[config.mk]
export PLATFORM = sky130hd
export DESIGN_NAME = region_decoder
export DESIGN_NICKNAME = d
export VERILOG_FILES = /design/src/source/mem_map_pkg.sv /design/src/source/region_decoder.sv
export SDC_FILE = /design/constraint.sdc
export NUM_CORES = 1
export LEC_CHECK = 0
export BUFFER_PORTS_ARGS = -buffer_cell sky130_fd_sc_hd__buf_2
export CORE_MARGIN = 10
export CORE_UTILIZATION = 32
export DETAILED_ROUTE_END_ITERATION = 10
export GPL_TIMING_DRIVEN = 0
export PLACE_DENSITY = 0.94
export SYNTH_ARGS = -nofsm -noshare
export SYNTH_HDL_FRONTEND = slang
export SYNTH_SLANG_ARGS = --single-unit
[constraint.sdc]
create_clock -name vclk -period 1.5
set_clock_uncertainty 0.2 [all_clocks]
set_input_delay 0.075 -clock vclk [all_inputs]
set_output_delay 0.075 -clock vclk [all_outputs]
set_load 0.1 [all_outputs]
[src/source/mem_map_pkg.sv]
package mem_map_pkg;

   // **************************************************************************
   // region and bus types
   // **************************************************************************

   // decoder result, in priority order.
   typedef enum logic [2:0] {
      bios,
      main,
      scratch,
      hw_reg,
      parport,
      unmapped
   } region_t;

   // one word access from the cpu.
   typedef struct packed {
      logic [31:0] addr;
      logic [31:0] wdata;
      logic        ren;
      logic        wen;
   } cpu_req_t;

   // decoded region with every per-region address already worked out.
   typedef struct packed {
      region_t     region;
      logic [16:0] blk_addr;
      logic [24:0] sd_addr;
      logic [7:0]  scratch_index;
      logic [10:0] hw_index;
   } decode_t;

   // **************************************************************************
   // address map
   // **************************************************************************

   // bios mirrors in kuseg, kseg0 and kseg1.
   localparam logic [31:0] BIOS_TAG_1 = 32'h1FC0_0000;
   localparam logic [31:0] BIOS_TAG_2 = 32'h9FC0_0000;
   localparam logic [31:0] BIOS_TAG_3 = 32'hBFC0_0000;

   localparam logic [2:0]  MAIN_SEG_KUSEG = 3'b000;
   localparam logic [2:0]  MAIN_SEG_KSEG0 = 3'b100;
   localparam logic [2:0]  MAIN_SEG_KSEG1 = 3'b101;
   localparam logic [28:0] MAIN_END       = 29'h0020_0000;   // 2 MB of main ram.
   localparam logic [24:0] MAIN_OFFSET    = 25'h004_0000;

   // range ends are exclusive.
   localparam logic [31:0] SCRATCH_START = 32'h1F80_0000;
   localparam logic [31:0] SCRATCH_END   = 32'h1F80_0400;
   localparam logic [31:0] HW_REG_START  = 32'h1F80_1000;
   localparam logic [31:0] HW_REG_END    = 32'h1F80_3000;
   localparam logic [31:0] PARPORT_START = 32'h1F00_0000;
   localparam logic [31:0] PARPORT_END   = 32'h1F01_0000;

   // sizes and limits.
   localparam int SCRATCH_WORDS = 256;
   localparam int HW_REG_WORDS  = 2048;
   localparam int SD_TIMEOUT    = 64;
   localparam int SD_TIMER_W    = $clog2(SD_TIMEOUT + 1);

endpackage
[src/source/region_decoder.sv]
module region_decoder (
   input  logic [31:0]          addr,
   output mem_map_pkg::decode_t dec
);

   logic in_bios;
   logic in_main;
   logic in_scratch;
   logic in_hw_reg;
   logic in_parport;

   // bios is matched on the top 13 bits only, so all 512 KB mirror.
   assign in_bios = (addr[31:19] == mem_map_pkg::BIOS_TAG_1[31:19]) ||
                    (addr[31:19] == mem_map_pkg::BIOS_TAG_2[31:19]) ||
                    (addr[31:19] == mem_map_pkg::BIOS_TAG_3[31:19]);

   assign in_main = ((addr[31:29] == mem_map_pkg::MAIN_SEG_KUSEG) ||
                     (addr[31:29] == mem_map_pkg::MAIN_SEG_KSEG0) ||
                     (addr[31:29] == mem_map_pkg::MAIN_SEG_KSEG1)) &&
                    (addr[28:0] < mem_map_pkg::MAIN_END);

   assign in_scratch = (addr >= mem_map_pkg::SCRATCH_START) &&
                       (addr <  mem_map_pkg::SCRATCH_END);
   assign in_hw_reg  = (addr >= mem_map_pkg::HW_REG_START) &&
                       (addr <  mem_map_pkg::HW_REG_END);
   assign in_parport = (addr >= mem_map_pkg::PARPORT_START) &&
                       (addr <  mem_map_pkg::PARPORT_END);

   always_comb begin
      // priority order.
      if (in_bios) begin
         dec.region = mem_map_pkg::bios;
      end else if (in_main) begin
         dec.region = mem_map_pkg::main;
      end else if (in_scratch) begin
         dec.region = mem_map_pkg::scratch;
      end else if (in_hw_reg) begin
         dec.region = mem_map_pkg::hw_reg;
      end else if (in_parport) begin
         dec.region = mem_map_pkg::parport;
      end else begin
         dec.region = mem_map_pkg::unmapped;
      end

      dec.blk_addr      = addr[18:2];
      dec.sd_addr       = {6'd0, addr[20:2]} + mem_map_pkg::MAIN_OFFSET;
      dec.scratch_index = addr[9:2];
      // word 0x400 of bits 13:2 is register 0; bit 13 only feeds the dropped carry.
      dec.hw_index      = addr[12:2] - 11'h400;
   end

endmodule

=== Word-level counts from Yosys, hierarchy flattened ===
Cells that the tools add are included.

* Logic and storage cells: 28
* Register bits after elaboration: 0
* Output and inout bits: 64
* Input bits: 32

* Equal/unequal tests: 5
* $add $sub $neg: 2
* Muxes and demuxes: 5
* $lt $le $gt $ge: 7
* Reduce and logical (&&, ||, !) cells: 9

{| class="wikitable"
|+ Operators by type and width
! operator !! count
|-
| 32-bit by 29-bit greater-or-equal comparator with 1-bit output (second input constant) || 3
|-
| 32-bit by 29-bit less-than comparator with 1-bit output (second input constant) || 3
|-
| 29-bit by 22-bit less-than comparator with 1-bit output (second input constant) || 1
|-
| 13-bit equality test (second input constant) || 2
|-
| 19-bit by 19-bit adder with 20-bit output (second input constant) || 1
|-
| 13-bit by 10-bit equality test with 1-bit output (second input constant) || 1
|-
| 3-bit two-way mux || 4
|-
| 11-bit subtractor (second input constant) || 1
|-
| 3-bit equality test (second input constant) || 2
|-
| 1-bit logical AND || 4
|-
| 1-bit logical OR || 4
|-
| 3-bit logical NOT || 1
|-
| 1-bit two-way mux || 1
|}

=== Longest topological paths before layout ===
* Depth in word-level cells: 7
* Mapped depth: 4
* Mapped depth without buffers: 4

=== Least setup slack after synthesis ===
No wires, ideal clock.

* Path kind: input to output
* Start: in addr[12]
* End: out dec[63] (netlist name)
* Buffers on the path: 0
* Stages: 3
* Data required time: 1225 ps
* Path slack: -840 ps
* Data arrival time: 2065 ps
* Path through: o311a_1 and4_4 a311oi_2

{| class="wikitable"
|+ RTL lines
! element !! line !! text
|-
| start, declared || region_decoder.sv:2 || <nowiki>input logic [31:0] addr,</nowiki>
|-
| end, declared || region_decoder.sv:3 || <nowiki>output mem_map_pkg::decode_t dec</nowiki>
|}

==> key figures <==
Route
  • DR vias: ~740
  • Drt via density: roughly 3.9
  • WL final: around 2.6 mm
  • Drc violations: 0
  • Drt wl/cell: ~14 um
  • DRT iter0 DRCs: 28
  • Pre-antenna DRT Iters: 4
  • Final ANT Viol Nets: 0

Timing
  • Tcrit/Tclk final: between 90% and 100%
  • Final Hold Viols: 0
  • Post-layout min period: about 1500 ps
  • Fmax achieved: 0.680 GHz
  • Final worst slack: approximately 29 ps
  • Setup TNS: 0 ps
  • Final setup fails: 0
  • Max Slew Vio Count: 0

Worst setup path
  • Worst Path Arrival: between 1000 and 1500 ps
  • CP Launch Type: input port
  • Worst-path maximum fanout: 3
  • WP buf/inv: 2
  • Top delay family on crit path: simple AND/OR/NAND/NOR gates
  • CP max-delay cell: nor4_4
  • Slowest stage delay, CP: ~340 ps
  • Worst EP required: ~1200 ps
  • Crit path cell chain: buf_2 > nand2_1 > nor4_4 > and4_4 > a41oi_4 > buf_4
  • Crit path kind: input port to output pin
  • Crit end category: output pin

Floorplan
  • Initial Util: between 30 and 40%
  • Io pins: 96
  • # rows: 15
  • Die height: roughly 63 um
  • Die Area: slightly below 0.004 mm^2
  • DIE WIDTH: 62.9 um
  • Core ar.: approximately 0.0017 mm^2

Placement
  • I/O Buffers: 81
  • DPL Wire Length: 2.37 mm
  • Pre-CTS WS: -404 ps
  • Placer Congestion: about 0.67

Global route
  • First-pass GRT wire length: ~3.7 mm
  • Overall Global Routing Usage: 11.0%
  • Number of global-route vias before repair: 790
  • Largest net degree at the start of global routing: 7
  • Met1 usage: between 10% and 20%
  • GR Layer Usage met3: under 10%
  • GR Layer Usage met2: approximately a fifth
  • Grt peak-use layer: met2
  • Antenna violations before repair: 0
  • Total congestion overflow: 0

Final layout
  • Commonest non-fill, non-tap cell in the layout: buf_2
  • Fin nets: ~200
  • Layout clock buffers: 0
  • Commonest non-fill, non-tap cells in the layout: buf_2 (74), buf_4 (64), conb_1 (5)
  • Diode count: 0
  • Area Growth Syn to Fin: 97.2%
  • FF/Latch Area: 0 um^2
  • FFs & Latches: 0
  • Layout cells sized above 1: 89.2%

Synth
  • Yosys cell types: 15
  • Synthesized area: 589 um^2
  • Yosys warning count: 0
  • Syn Inst Count: ~80
  • Sequential share of the synthesized area: 0%
  • Syn_area_per_cell: 7.28 um^2

Outcome
  • Outcome: complete, no violations

Pwr
  • Power Dens Cells: 786 mW/mm^2
  • Leak: between 0.6 and 0.7 nW
  • Worst VDD drop: roughly 560 uV

Clock network
  • Number of hold buffers added after CTS: 0

Flow run
  • MaxCap Viol Count: 0

Hold path
  • Hold Crit Class: input port to output pin
kinds of logic after synthesis:
logic type	count (synthesis)	synth area share (%)
buffers and inverters	62	77.1
and+or+nand+nor	13	14.0
AOI/OAI and AO/OA	5	8.28
other	1	0.636
per-stage QoR:
step / hold WS, ps / power, mW / utilization [%] / cell area (um^2) / instances
after detailed placement: 336 / 0.899 / 61.4 / 1070 / 191
final: 335 / 0.914 / 66.6 / 1160 / 192
after CTS: 337 / 0.909 / 64.6 / 1130 / 191
after global placement: 337 / 0.892 / 61.4 / 1070 / 191
after global routing: 339 / 0.938 / 66.6 / 1160 / 192
after floorplan: 162 / 0.779 / - / 634 / 85
cell type report:
class                           count  area, um^2
Tap cell                           25        31.3
Buffer                             59         443
Fill cell                         155         583
Multi-Input combinational cell     23         226
Timing Repair Buffer               82         450
Inverter                            3        11.3
repair_timing:
action                     in CTS  in global routing
setup endpoints to repair       3                  3
gates resized for setup        12                  8
pin swaps                       0                  1
hold endpoints to repair        0                  0
setup buffers                   0                  1
final timing paths:
kind	from	endpoint	slack [ps]	cells after the start
max	addr[24]	dec[61]	30	6
min	addr[6]	dec[4]	340	2
report_power, final:
part / internal (mW) / switching (mW) / total [mW]
clock network: 0 / 0 / 0
logic: 0.180 / 0.734 / 0.914
registers: 0 / 0 / 0
total: 0.180 / 0.734 / 0.914
synthesized netlist by cell type, drive strengths merged:
| library cell | instances | share of area (%) |
|---|---|---|
| buf | 59 | 75 |
| nor4 | 5 | 6.4 |
| inv | 3 | 1.9 |
| nand2 | 3 | 1.9 |
| a211oi | 2 | 2.5 |
| and4 | 2 | 3.4 |
| a311oi | 1 | 2.5 |
| a41oi | 1 | 1.5 |
| conb | 1 | 0.64 |
| nand3 | 1 | 0.85 |
| nor2 | 1 | 0.64 |
| nor3 | 1 | 0.85 |
| o311a | 1 | 1.7 |
metal layers:
| layer | vias up | share of wire, % |
|---|---|---|
| li1 | 380 | - |
| met1 | 303 | 36 |
| met3 | 0 | 17 |
| met2 | 61 | 47 |
| met4 | 0 | 0 |
| met5 | - | 0 |
No activity file was read; power rests on OpenSTA's default activity.
