### src/source/mem_map_pkg.sv
package mem_map_pkg;

   // **************************************************************************
   // region and bus types
   // **************************************************************************

   // decoder result, in priority order.
   typedef enum logic [2:0] {
      bios,
      main,
      scratch,
      hw_reg,
      parport,
      unmapped
   } region_t;

   // one word access from the cpu.
   typedef struct packed {
      logic [31:0] addr;
      logic [31:0] wdata;
      logic        ren;
      logic        wen;
   } cpu_req_t;

   // decoded region with every per-region address already worked out.
   typedef struct packed {
      region_t     region;
      logic [16:0] blk_addr;
      logic [24:0] sd_addr;
      logic [7:0]  scratch_index;
      logic [10:0] hw_index;
   } decode_t;

   // **************************************************************************
   // address map
   // **************************************************************************

   // bios mirrors in kuseg, kseg0 and kseg1.
   localparam logic [31:0] BIOS_TAG_1 = 32'h1FC0_0000;
   localparam logic [31:0] BIOS_TAG_2 = 32'h9FC0_0000;
   localparam logic [31:0] BIOS_TAG_3 = 32'hBFC0_0000;

   localparam logic [2:0]  MAIN_SEG_KUSEG = 3'b000;
   localparam logic [2:0]  MAIN_SEG_KSEG0 = 3'b100;
   localparam logic [2:0]  MAIN_SEG_KSEG1 = 3'b101;
   localparam logic [28:0] MAIN_END       = 29'h0020_0000;   // 2 MB of main ram.
   localparam logic [24:0] MAIN_OFFSET    = 25'h004_0000;

   // range ends are exclusive.
   localparam logic [31:0] SCRATCH_START = 32'h1F80_0000;
   localparam logic [31:0] SCRATCH_END   = 32'h1F80_0400;
   localparam logic [31:0] HW_REG_START  = 32'h1F80_1000;
   localparam logic [31:0] HW_REG_END    = 32'h1F80_3000;
   localparam logic [31:0] PARPORT_START = 32'h1F00_0000;
   localparam logic [31:0] PARPORT_END   = 32'h1F01_0000;

   // sizes and limits.
   localparam int SCRATCH_WORDS = 256;
   localparam int HW_REG_WORDS  = 2048;
   localparam int SD_TIMEOUT    = 64;
   localparam int SD_TIMER_W    = $clog2(SD_TIMEOUT + 1);

endpackage
### src/source/access_timer.sv
module access_timer (
   input  logic clk,
   input  logic rst,
   input  logic start,
   input  logic active,
   output logic expired
);

   logic [mem_map_pkg::SD_TIMER_W-1:0] count;

   always_ff @(posedge clk or posedge rst) begin
      if (rst) begin
         count   <= '0;
         expired <= 1'b0;
      end else if (start) begin
         count   <= '0;
         expired <= 1'b0;
      end else if (!active) begin
         // count holds until the next start.
         expired <= 1'b0;
      end else if (!expired) begin
         count <= count + 1'b1;
         // expired rises as the count reaches the limit.
         if (count == mem_map_pkg::SD_TIMER_W'(mem_map_pkg::SD_TIMEOUT - 1)) begin
            expired <= 1'b1;
         end
      end
   end

endmodule

### config.mk
export PLATFORM = sky130hd
export DESIGN_NAME = access_timer
export DESIGN_NICKNAME = d
export VERILOG_FILES = /design/src/source/mem_map_pkg.sv /design/src/source/access_timer.sv
export SDC_FILE = /design/constraint.sdc
export NUM_CORES = 1
export LEC_CHECK = 0
export ABC_AREA = 1
export BUFFER_PORTS_ARGS = -buffer_cell sky130_fd_sc_hd__clkbuf_2
export CORE_AREA = 2 2 39 41
export CTS_CLUSTER_DIAMETER = 50
export DETAILED_ROUTE_END_ITERATION = 16
export DIE_AREA = 0 0 41 43
export PLACE_DENSITY_LB_ADDON = 0.15
export SKIP_CTS_REPAIR_TIMING = 1
export SLEW_MARGIN = 20
export SYNTH_ARGS = -nofsm -noshare
export SYNTH_HDL_FRONTEND = slang
export SYNTH_SLANG_ARGS = --single-unit
export TNS_END_PERCENT = 5
### constraint.sdc
create_clock -name clk -period 1.2 [get_ports clk]
set_input_delay 0.12 -clock clk [delete_from_list [all_inputs] [get_ports clk]]
set_output_delay 0.12 -clock clk [all_outputs]
set_load 0.02 [all_outputs]
Word level (Yosys, flattened, before mapping) --
Index checks and enable logic that the tools add are counted. Widths: inputs -> output; s select.
Word-level totals: output and inout bits 1, ROM bits 0, memories kept 0, latch bits 0, input bits 4, register bits 8, bits in writable memories 0
Cells by class: eq/ne operators 2, divide/modulo/power cells 0, magnitude comparators 0, bitwise operators 0, reduce and logical (&&, ||, !) cells 2, multipliers 0, $add $sub $neg 1, muxes and demuxes 7, shift-type cells 0
Operator list (count):
- $mux 7 | 3
- $add 7x1->7 const B | 1
- $eq 7x6->1 const B | 1
- $mux 1 | 4
- $ne 2x2->1 const B | 1
- $reduce_and 2->1 | 1
- $reduce_bool 2->1 | 1

Logic depth before layout (Yosys ltp) --
Gate-level depths: netlist of the first run.
depth after elaboration 5, depth in mapped cells 7

Least setup slack after synthesis of the first run --
Ideal clock, no wire load.
kind flip-flop to flip-flop, from reg expired, to reg count[5] (netlist name), data required time 1084 ps, setup slack 137 ps, data arrival time 947 ps, library setup time 116 ps, cell stages (with the launch flop) 8, path through dfrtp_1 > inv_1 > nand2_2 > nand2_2 > nand3_2 > nor2_2 > nor2_1 > nor2_2
On the way: word-level cells in the longest chain between the ends 2
Ends and longest elaborated chain:
- start: declaration | RTL line access_timer.sv:6 | output logic expired
- start signal: assignment | RTL line access_timer.sv:14 | expired <= 1'b0;
- start signal: assignment | RTL line access_timer.sv:17 | expired <= 1'b0;
- start signal: assignment | RTL line access_timer.sv:20 | expired <= 1'b0;
- $ne 2x2->1 (no source line)
- $reduce_and 2->1 (no source line)
- end signal: assignment | RTL line access_timer.sv:22 | count <= count + 1'b1;
- end: declaration | RTL line access_timer.sv:9 | logic [mem_map_pkg::SD_TIMER_W-1:0] count;
Every way passes these cells. A chain may end at the register's enable or synchronous reset.

Final worst setup path of the first run --
from reg count[1] (netlist name), to reg count[6] (netlist name)
On the way: word-level cells in the longest chain between the ends 4
Ends and longest elaborated chain:
- $add 7x1->7 | RTL line access_timer.sv:22
- $mux 7 | RTL line access_timer.sv:21 | end else if (!expired) begin
- $mux 7 | RTL line access_timer.sv:18 | end else if (!active) begin
- $mux 7 | RTL line access_timer.sv:15 | end else if (start) begin
Every way passes these cells. The select of a mux whose other input is x is not followed.

==> flow_summary.yaml, run 1 <==
power:
  leakagePower_nw: 0.2457
  powerDensity_nw_per_um2: 1024
  seq_power_share: 0.511
  p_sw_frac: 0.2535
  clkPwrFrac: 0.396
  internal_power_w: 0.0004105
  power_frac_comb: 0.093
  net-switching-power_w: 0.0001394
  peakVddDrop_mv: 0.5314
critical_path:
  cpPeakStageDelay_ns: 0.38
  crit_family: "flip-flops"
  cp-end-kind: "register"
  cp_max_fo: 3
  startpoint: "count[1]$_DFFE_PP0P_"
  criticalPathCategory: "reg -> reg"
  path_cells: "ha_2 > inv_1 > nor2_4 > nand3_2 > nand2_1 > nand2_1 > nor2_1"
  cp.required_ns: 1.39
  path_buf_inv: 1
  cp_common_cell: "nand2_1"
  start_kind: "register"
  r2r-start: "count[1]$_DFFE_PP0P_"
  slowest_stage: "dfrtp_1"
  cp.arrival_ns: 1.29
yosys:
  yosysWarnings: 0
  syn-cell-area_sq_um: 451.7
  postSynthCellCount: 55
  synth_nets: 60
  synth-seq-cells: 8
  synth-edff-count: 0
  ys.flop_type: "dfrtp_1"
  syn_avg_cell_area_sq_um: 8.212
  ys_types: 17
  async_flop_share: 1.000
  synth.yosys.seq_area_share: 0.4432
timing:
  whs_ns: 0.09982
  slew_headroom: 0.7787
  worst_clock_skew_ns: 0.006320
  clock.fmax_mhz: 908.0
  finalCriticalPeriod_ns: 1.101
  setup_viol_count_final: 0
  fin_setup_tns_ns: 0
  final_max_slew_viol_count: 0
  hold_viol: 0
  worstMarginPinSlew_ns: 0.3316
  period_share: 0.9177
  setup_slack_ns: 0.09871
floorplan:
  dieArea_sq_um: 1763
  io_pins: 5
  rows: 14
  fp.dieH_microns: 43
  die_x_microns: 41
  core_sq_um: 1384
  start_util: 0.3264
routing:
  first_pass_iters: 2
  ant_nets: 0
  vias: 354
  wirelength_met1_microns: 417
  drt-initial-drc-count: 5
  route.detailed.drc: 0
  viasPerCell: 4.425
  wl_met3_microns: 24
  wirelength_microns: 827
  wl_met2_microns: 368
  routedWlPerCell_microns: 10.34
  highest-signal-layer: "met4"
layout:
  most-common-layout-cells: "nand2_1 (10), inv_1 (8), dfrtp_1 (8)"
  drive_gt1_frac: 0.3438
  fin_nets: 71
  num_antenna_cells: 0
  fill_cells: 153
  area_delta_synth_final_pct: 18.84
  fin_util: 0.3879
  multi_input_area_sq_um: 222.7
  final_common_cell: "nand2_1"
  ff_latch_area_sq_um: 200.2
clocking:
  cts_max_path_buffers: 2
  cts-htree-levels: 1
  clock_sinks: 8
  cts_root_buf: "clkbuf_4"
  numCtsBuffers: 3
  cts_tree: "yes"
  worstSkewPairLatency_ns: 0.26
  cts.clk_slew.worst_paths_ns: 0.06
global_routing:
  grt_usage: 0.1199
  overflow: 0
  first_global_vias: 304
  grt_pass1_wl_microns: 1331
  grt_max_degree: 10
  antenna_found_initial: 0
placed_design:
  port_buffers: 4
  post-place-ws_ns: 0.07965
  hpwlAfterDp_microns: 609.9
  routabilityCongestion: 0.7200
min_path:
  hp-class: "in -> reg"
  holdCritStartpoint: "active"
run_status:
  status: "finished clean"
run:
  maxCapViolCount: 0
==> through the flow <==
| step | power (W) | area (sq um) | cells |
|---|---|---|---|
| 6_report | 0.0005499 | 536.8 | 80 |
| 5_1_grt | 0.0005664 | 536.8 | 80 |
| 4_1_cts | 0.0005462 | 514.2 | 78 |
| 3_5_place_dp | 0.0003307 | 491.7 | 75 |
| 3_3_place_gp | 0.0003311 | 491.7 | 75 |
| 2_1_floorplan | 0.0003170 | 451.7 | 55 |
==> sequential cells by signal, summed over array words and instances (netlist names) <==
signal	count
count	7
expired	1
==> synth_stat cells, types with 2 or more instances <==
cell | instances | share of area
nand2_1 | 10 | 0.083
inv_1 | 8 | 0.066
o21ai_0 | 2 | 0.022
dfrtp_1 | 8 | 0.44
nand3_2 | 2 | 0.044
nand3_1 | 3 | 0.033
nand2_2 | 4 | 0.055
nor2_4 | 2 | 0.050
nor2_1 | 6 | 0.050
a21oi_1 | 2 | 0.022
nor2_2 | 2 | 0.028
==> routing by layer <==
metal	vias to the layer above	track usage
met2	5	0.1406
met4	0	0.1000
met3	2	0.03141
li1	191	-
met5	-	0
met1	156	0.1739
==> kinds of logic (layout without fill, tap and decap cells) <==
logic type,count (synthesis),count (layout),share of synthesized area
AND/OR/NAND/NOR,31,31,0.3795
buffers and inverters,9,18,0.07479
flip-flops,8,8,0.4432
AO/OA/AOI/OAI,6,6,0.07481
adder cells (fa/ha/maj),1,1,0.02770
==> layout make-up <==
type                            count  area share
Multi-Input combinational cell     38      0.4149
Tap cell                           16     0.03730
Inverter                            9     0.06294
Sequential cell                     8      0.3730
Clock buffer                        3     0.04196
Timing Repair Buffer                6     0.06993
==> power groups by stage <==
| stage | clock, W | sequential, W | combinational, W |
|---|---|---|---|
| global route | 0.000227 | 0.000282 | 0.0000575 |
| finish | 0.000218 | 0.000281 | 0.0000513 |
| CTS | 0.000220 | 0.000281 | 0.0000451 |
| floorplan | 0 | 0.000285 | 0.0000325 |
| global placement | 0 | 0.000286 | 0.0000452 |
| detailed placement | 0 | 0.000286 | 0.0000452 |
==> worst paths after layout <==
kind	endpoint	slack (ns)	cells after the start
min reg2reg	count[5]$_DFFE_PP0P_	0.49	2
max in group asynchronous	count[0]$_DFFE_PP0P_	0.61	3
min in group asynchronous	count[4]$_DFFE_PP0P_	0.34	3
max reg2reg	count[6]$_DFFE_PP0P_	0.1	7
min	expired$_DFF_PP0_	0.1	3
max	count[6]$_DFFE_PP0P_	0.1	7
==> worst reg2reg max path, delay by kind of cell, from the launching register on <==
family	cells	cell delay, ns
DFF	1	0.38
and+or+nand+nor	5	0.37
adders and majority gates	1	0.19
buffers and inverters	1	0.08
Power figures use the tool's default switching activity.
==> run 2: changes to the inputs <==
--- a/config.mk
+++ b/config.mk
@@ -5,7 +5,6 @@
 export SDC_FILE = /design/constraint.sdc
 export NUM_CORES = 1
 export LEC_CHECK = 0
-export ABC_AREA = 1
 export BUFFER_PORTS_ARGS = -buffer_cell sky130_fd_sc_hd__clkbuf_2
 export CORE_AREA = 2 2 39 41
 export CTS_CLUSTER_DIAMETER = 50
==> constraint.sdc (replaced) <==
create_clock -name clk -period 1.1 [get_ports clk]
set_input_delay 0.11 -clock clk [delete_from_list [all_inputs] [get_ports clk]]
set_output_delay 0.11 -clock clk [all_outputs]
set_load 0.02 [all_outputs]
==> flow_summary.yaml, run 2 <==
min_path:
  hold_end: "count[6]$_DFFE_PP0P_"
  hold_depth: 2
  hp-class: "in -> reg"
  holdCritStartpoint: "start"
yosys:
  synthTopCellsByCount: "dfrtp_1 (8), a21oi_1 (4), o21ai_0 (4), or3_1 (4), nor2_1 (3)"
  ys.flop_type: "dfrtp_1"
  ys_types: 18
  synth_top_cell_area_share: 0.4984
  synth-edff-count: 0
  synth_nets: 44
  syn-cell-area_sq_um: 401.6
  synth_area_leaders: "dfrtp_1 (50%), or3_1 (6.2%), a21oi_1 (5.0%)"
  yosysWarnings: 0
  syn_avg_cell_area_sq_um: 10.30
  post-synth-top-count-cell: "dfrtp_1"
  synth.yosys.seq_area_share: 0.4984
  synth_area_leader_cell: "dfrtp_1"
  async_flop_share: 1.000
  postSynthCellCount: 39
  synth-seq-cells: 8
timing:
  clock.fmax_mhz: 797.3
  slew_headroom: 0.7831
  worst_clock_skew_ns: 0.01005
  worstMarginPinSlew_ns: 0.3250
  rsz0062_at_grt: "yes"
  hold_viol: 0
  finalCriticalPeriod_ns: 1.254
  period_share: 1.140
  setup_viol_count_final: 5
  final_max_slew_viol_count: 0
  whs_ns: 0.1307
  setup_slack_ns: -0.1543
  fin_setup_tns_ns: -0.4446
global_routing:
  grt_usage: 0.1217
  grt_use_met1: 0.1661
  grt_max_degree: 9
  first_global_vias: 361
  antenna_found_initial: 0
  grt_pass1_wl_microns: 1462
  overflow: 0
  grtUsageMet2: 0.1813
  gr-max-usage-layer: "met2"
  met3_usage: 0.03141
layout:
  fin_nets: 56
  largest_register: "count"
  num_antenna_cells: 0
  fill_cells: 144
  final_common_cell: "dfrtp_1"
  top_regs: "count: 7 flops, expired: 1 flops"
  final_area_sq_um: 504.2
  most-common-layout-cells: "dfrtp_1 (7), o21ai_0 (4), or3_1 (4), clkbuf_2 (4)"
  final_cells: 66
  drive_gt1_frac: 0.3000
  largest_register_ffs: 7
  area_delta_synth_final_pct: 25.55
critical_path:
  r2r-start: "count[0]$_DFFE_PP0P_"
  reg2reg_to: "count[6]$_DFFE_PP0P_"
  start_kind: "register"
  cp-end-kind: "register"
  cp.required_ns: 1.28
  cp_max_fo: 3
  startpoint: "count[0]$_DFFE_PP0P_"
  reg2regPathDepth: 4
  r2r_slack_ns: -0.15
  criticalPathCategory: "reg -> reg"
  cp.arrival_ns: 1.43
floorplan:
  rows: 14
  core_sq_um: 1384
  start_util: 0.2902
  die_x_microns: 41
  io_pins: 5
  dieArea_sq_um: 1763
  fp.dieH_microns: 43
routing:
  drt-initial-drc-count: 4
  viasPerCell: 4.970
  route.detailed.drc: 0
  vias: 328
  first_pass_iters: 2
  ant_nets: 0
  wirelength_microns: 798
  routedWlPerCell_microns: 12.09
placed_design:
  place_area_sq_um: 464.2
  dpl.cell_count: 61
  port_buffers: 4
  routabilityCongestion: 0.7392
  post-place-ws_ns: -0.1342
power:
  powerDensity_nw_per_um2: 1232
  peakVddDrop_mv: 0.5097
  net-switching-power_w: 0.0001471
  power_frac_comb: 0.103
  clkPwrFrac: 0.400
  seq_power_share: 0.497
  internal_power_w: 0.0004740
  leakagePower_nw: 0.2460
  p_sw_frac: 0.2369
clocking:
  numCtsBuffers: 3
  cts.clk_slew.worst_paths_ns: 0.06
  cts_max_path_buffers: 2
  worstSkewPairLatency_ns: 0.26
  cts_root_buf: "clkbuf_4"
  clock_sinks: 8
  cts_tree: "yes"
  cts-htree-levels: 1
run:
  maxCapViolCount: 0
run_status:
  status: "finished with violations"
  violations: "setup timing"
==> run 2: final cells by class <==
type	instances	area, sq um	share of cell area
sequential	8	201.4	0.3995
multi-input combinational	28	196.4	0.3896
timing repair buffer	8	52.55	0.1042
clock buffer	4	26.28	0.05211
tap	16	20.02	0.03970
inverter	2	7.507	0.01489
==> run 2: logic make-up (layout without fill, tap and decap cells) <==
group	Yosys count	count (layout)	share of synthesized area
muxes	1	1	0.02492
buffers and inverters	3	14	0.02804
adders and majority gates	1	1	0.03115
xor gates and xnor gates	2	2	0.04362
DFF	8	8	0.4984
and+or+nand+nor	15	15	0.2492
AOI/OAI and AO/OA	9	9	0.1246
==> run 2: power by group through the flow <==
stage               sequential (W)  combinational, W  clock, W
floorplan                 0.000315         0.0000299         0
global placement          0.000313         0.0000589         0
detailed placement        0.000314         0.0000617         0
CTS                       0.000308         0.0000626  0.000254
global route              0.000309         0.0000730  0.000275
finish                    0.000309         0.0000641  0.000248
==> run 2: routing by layer <==
layer	wire length (microns)	vias to the layer above
met5	0	-
met4	0	0
met3	20	0
met2	408	5
met1	370	164
li1	-	159
==> run 2: per-stage QoR <==
| step | total power [W] | utilization |
|---|---|---|
| floorplan | 0.0003445 | - |
| global placement | 0.0003722 | 0.3354 |
| detailed placement | 0.0003754 | 0.3354 |
| CTS | 0.0006253 | 0.3544 |
| global route | 0.0006566 | 0.3644 |
| finish | 0.0006212 | 0.3644 |
==> run 2: critical path, cell delays in order (launching register included) <==
cell	delay, ns
dfrtp_1	0.38
ha_2	0.21
nand4_1	0.12
or3_1	0.34
a21oi_2	0.13
==> run 2: worst max path at each step <==
stage	end	slack [ns]	cells past startpoint
finish	count[6]$_DFFE_PP0P_	-0.15	4
global route	count[6]$_DFFE_PP0P_	-0.24	4
CTS	count[6]$_DFFE_PP0P_	-0.16	4
detailed placement	count[6]$_DFFE_PP0P_	-0.13	4
global placement	count[6]$_DFFE_PP0P_	-0.06	4
floorplan	count[6]$_DFFE_PP0P_	-0.06	3
==> run 3: changes to the inputs <==
==> constraint.sdc (replaced) <==
create_clock -name clk -period 1.35 [get_ports clk]
set_input_delay 0.135 -clock clk [delete_from_list [all_inputs] [get_ports clk]]
set_output_delay 0.135 -clock clk [all_outputs]
set_load 0.02 [all_outputs]
==> flow_summary.yaml, run 3 (synthesis gave the netlist of run 2 again) <==
timing:
  setup_viol_count_final: 0
  worstMarginPinSlew_ns: 0.3184
  period_share: 0.9220
  finalCriticalPeriod_ns: 1.245
  fin_setup_tns_ns: 0
  hold_viol: 0
  worst_clock_skew_ns: 0.001036
  clock.fmax_mhz: 803.4
  final_max_slew_viol_count: 0
  rsz0062_at_grt: "no"
  slew_headroom: 0.7875
global_routing:
  grt_usage: 0.1148
  grt_pass1_wl_microns: 1331
  antenna_found_initial: 0
  grt_max_degree: 9
  overflow: 0
  first_global_vias: 336
layout:
  multi_input_area_sq_um: 192.7
  area_delta_synth_final_pct: 21.50
  top_regs: "count: 7 flops, expired: 1 flops"
  fin_util: 0.3526
  fin_nets: 55
  most-common-layout-cells: "dfrtp_1 (8), o21ai_0 (4), or3_1 (4), a21oi_1 (4), clkbuf_2 (4)"
  drive_gt1_frac: 0.2500
  num_antenna_cells: 0
  final_common_cell: "dfrtp_1"
  largest_register: "count"
  largest_register_ffs: 7
  final_area_sq_um: 488.0
  ff_latch_area_sq_um: 200.2
  fill_cells: 152
  final_cells: 64
critical_path:
  r2r-start: "count[1]$_DFFE_PP0P_"
  path_cells: "ha_2 > nand4_1 > or3_1 > a21oi_1"
  criticalPathCategory: "reg -> reg"
  slowest_stage: "dfrtp_1"
  cp-end-kind: "register"
  reg2regPathDepth: 4
  cp_max_fo: 3
  reg2reg_to: "count[6]$_DFFE_PP0P_"
  start_kind: "register"
  cp.arrival_ns: 1.43
  cpPeakStageDelay_ns: 0.36
  r2r_slack_ns: 0.11
  cp.required_ns: 1.53
  crit_family: "simple AND/OR/NAND/NOR gates"
  path_buf_inv: 0
floorplan:
  io_pins: 5
  die_x_microns: 41
  fp.dieH_microns: 43
  core_sq_um: 1384
  start_util: 0.2902
  dieArea_sq_um: 1763
  rows: 14
power:
  powerDensity_nw_per_um2: 992.2
  leakagePower_nw: 0.2414
  peakVddDrop_mv: 0.4166
  finalPower_w: 0.0004842
clocking:
  cts.clk_slew.worst_paths_ns: 0.05
  numCtsBuffers: 3
  cts_tree: "yes"
  cts_max_path_buffers: 2
  clock_sinks: 8
  cts-htree-levels: 1
  cts_root_buf: "clkbuf_4"
  worstSkewPairLatency_ns: 0.25
placed_design:
  place_area_sq_um: 445.4
  hpwlAfterDp_microns: 568.7
  port_buffers: 4
  routabilityCongestion: 0.7395
  dpl.cell_count: 59
min_path:
  hold_end: "count[6]$_DFFE_PP0P_"
  holdCritStartpoint: "start"
  hp-class: "in -> reg"
  hold_depth: 2
routing:
  wirelength_microns: 751
  first_pass_iters: 2
  viasPerCell: 4.969
  drt-initial-drc-count: 1
  vias: 318
  routedWlPerCell_microns: 11.73
  route.detailed.drc: 0
  ant_nets: 0
run:
  maxCapViolCount: 0
run_status:
  status: "finished clean"
## run 3: cell count changes in the layout (fill, tap and decap cells not counted)
cell      before  now
a21oi_1        3    4
a21oi_2        1    0
buf_4          3    2
clkbuf_1       1    0
dfrtp_1        7    8
dfrtp_2        1    0
## run 3: where the power goes
part,internal (W),switching (W)
clock,0.000102,0.0000817
combinational,0.0000233,0.0000267
sequential,0.000246,0.00000450
total,0.000371,0.000113
## run 3: worst max path at each step
stage          depth (start not counted)  slack, ns              endpoint                  from
4_1_cts                                4       0.05  count[6]$_DFFE_PP0P_  count[1]$_DFFE_PP0P_
6_report                               4       0.11  count[6]$_DFFE_PP0P_  count[1]$_DFFE_PP0P_
5_1_grt                                4       0.03  count[6]$_DFFE_PP0P_  count[0]$_DFFE_PP0P_
3_3_place_gp                           4       0.08  count[6]$_DFFE_PP0P_  count[1]$_DFFE_PP0P_
2_1_floorplan                          3       0.15  count[3]$_DFFE_PP0P_     expired$_DFF_PP0_
3_5_place_dp                           4       0.07  count[6]$_DFFE_PP0P_  count[1]$_DFFE_PP0P_
## run 3: through the flow
| stage | setup WS [ns] | hold WS [ns] |
|---|---|---|
| after floorplan | 0.1463 | -0.04934 |
| after global placement | 0.08020 | 0.07236 |
| after detailed placement | 0.06853 | 0.08034 |
| after CTS | 0.05190 | -0.1885 |
| after global routing | 0.03230 | 0.1706 |
| final | 0.1053 | 0.1610 |
## run 3: metal layers
metal,part of all wire,global-route usage,routed length (microns)
met1,0.45,0.1605,338
met5,0,0,0
met3,0.028,0.01571,21
met4,0.039,0.1000,29
met2,0.48,0.1469,362
## run 3: layout make-up
type | instances | share of cell area
sequential | 8 | 0.4103
multi-input combinational | 28 | 0.3949
timing repair buffer | 7 | 0.09231
clock buffer | 3 | 0.04615
tap | 16 | 0.04103
inverter | 2 | 0.01538
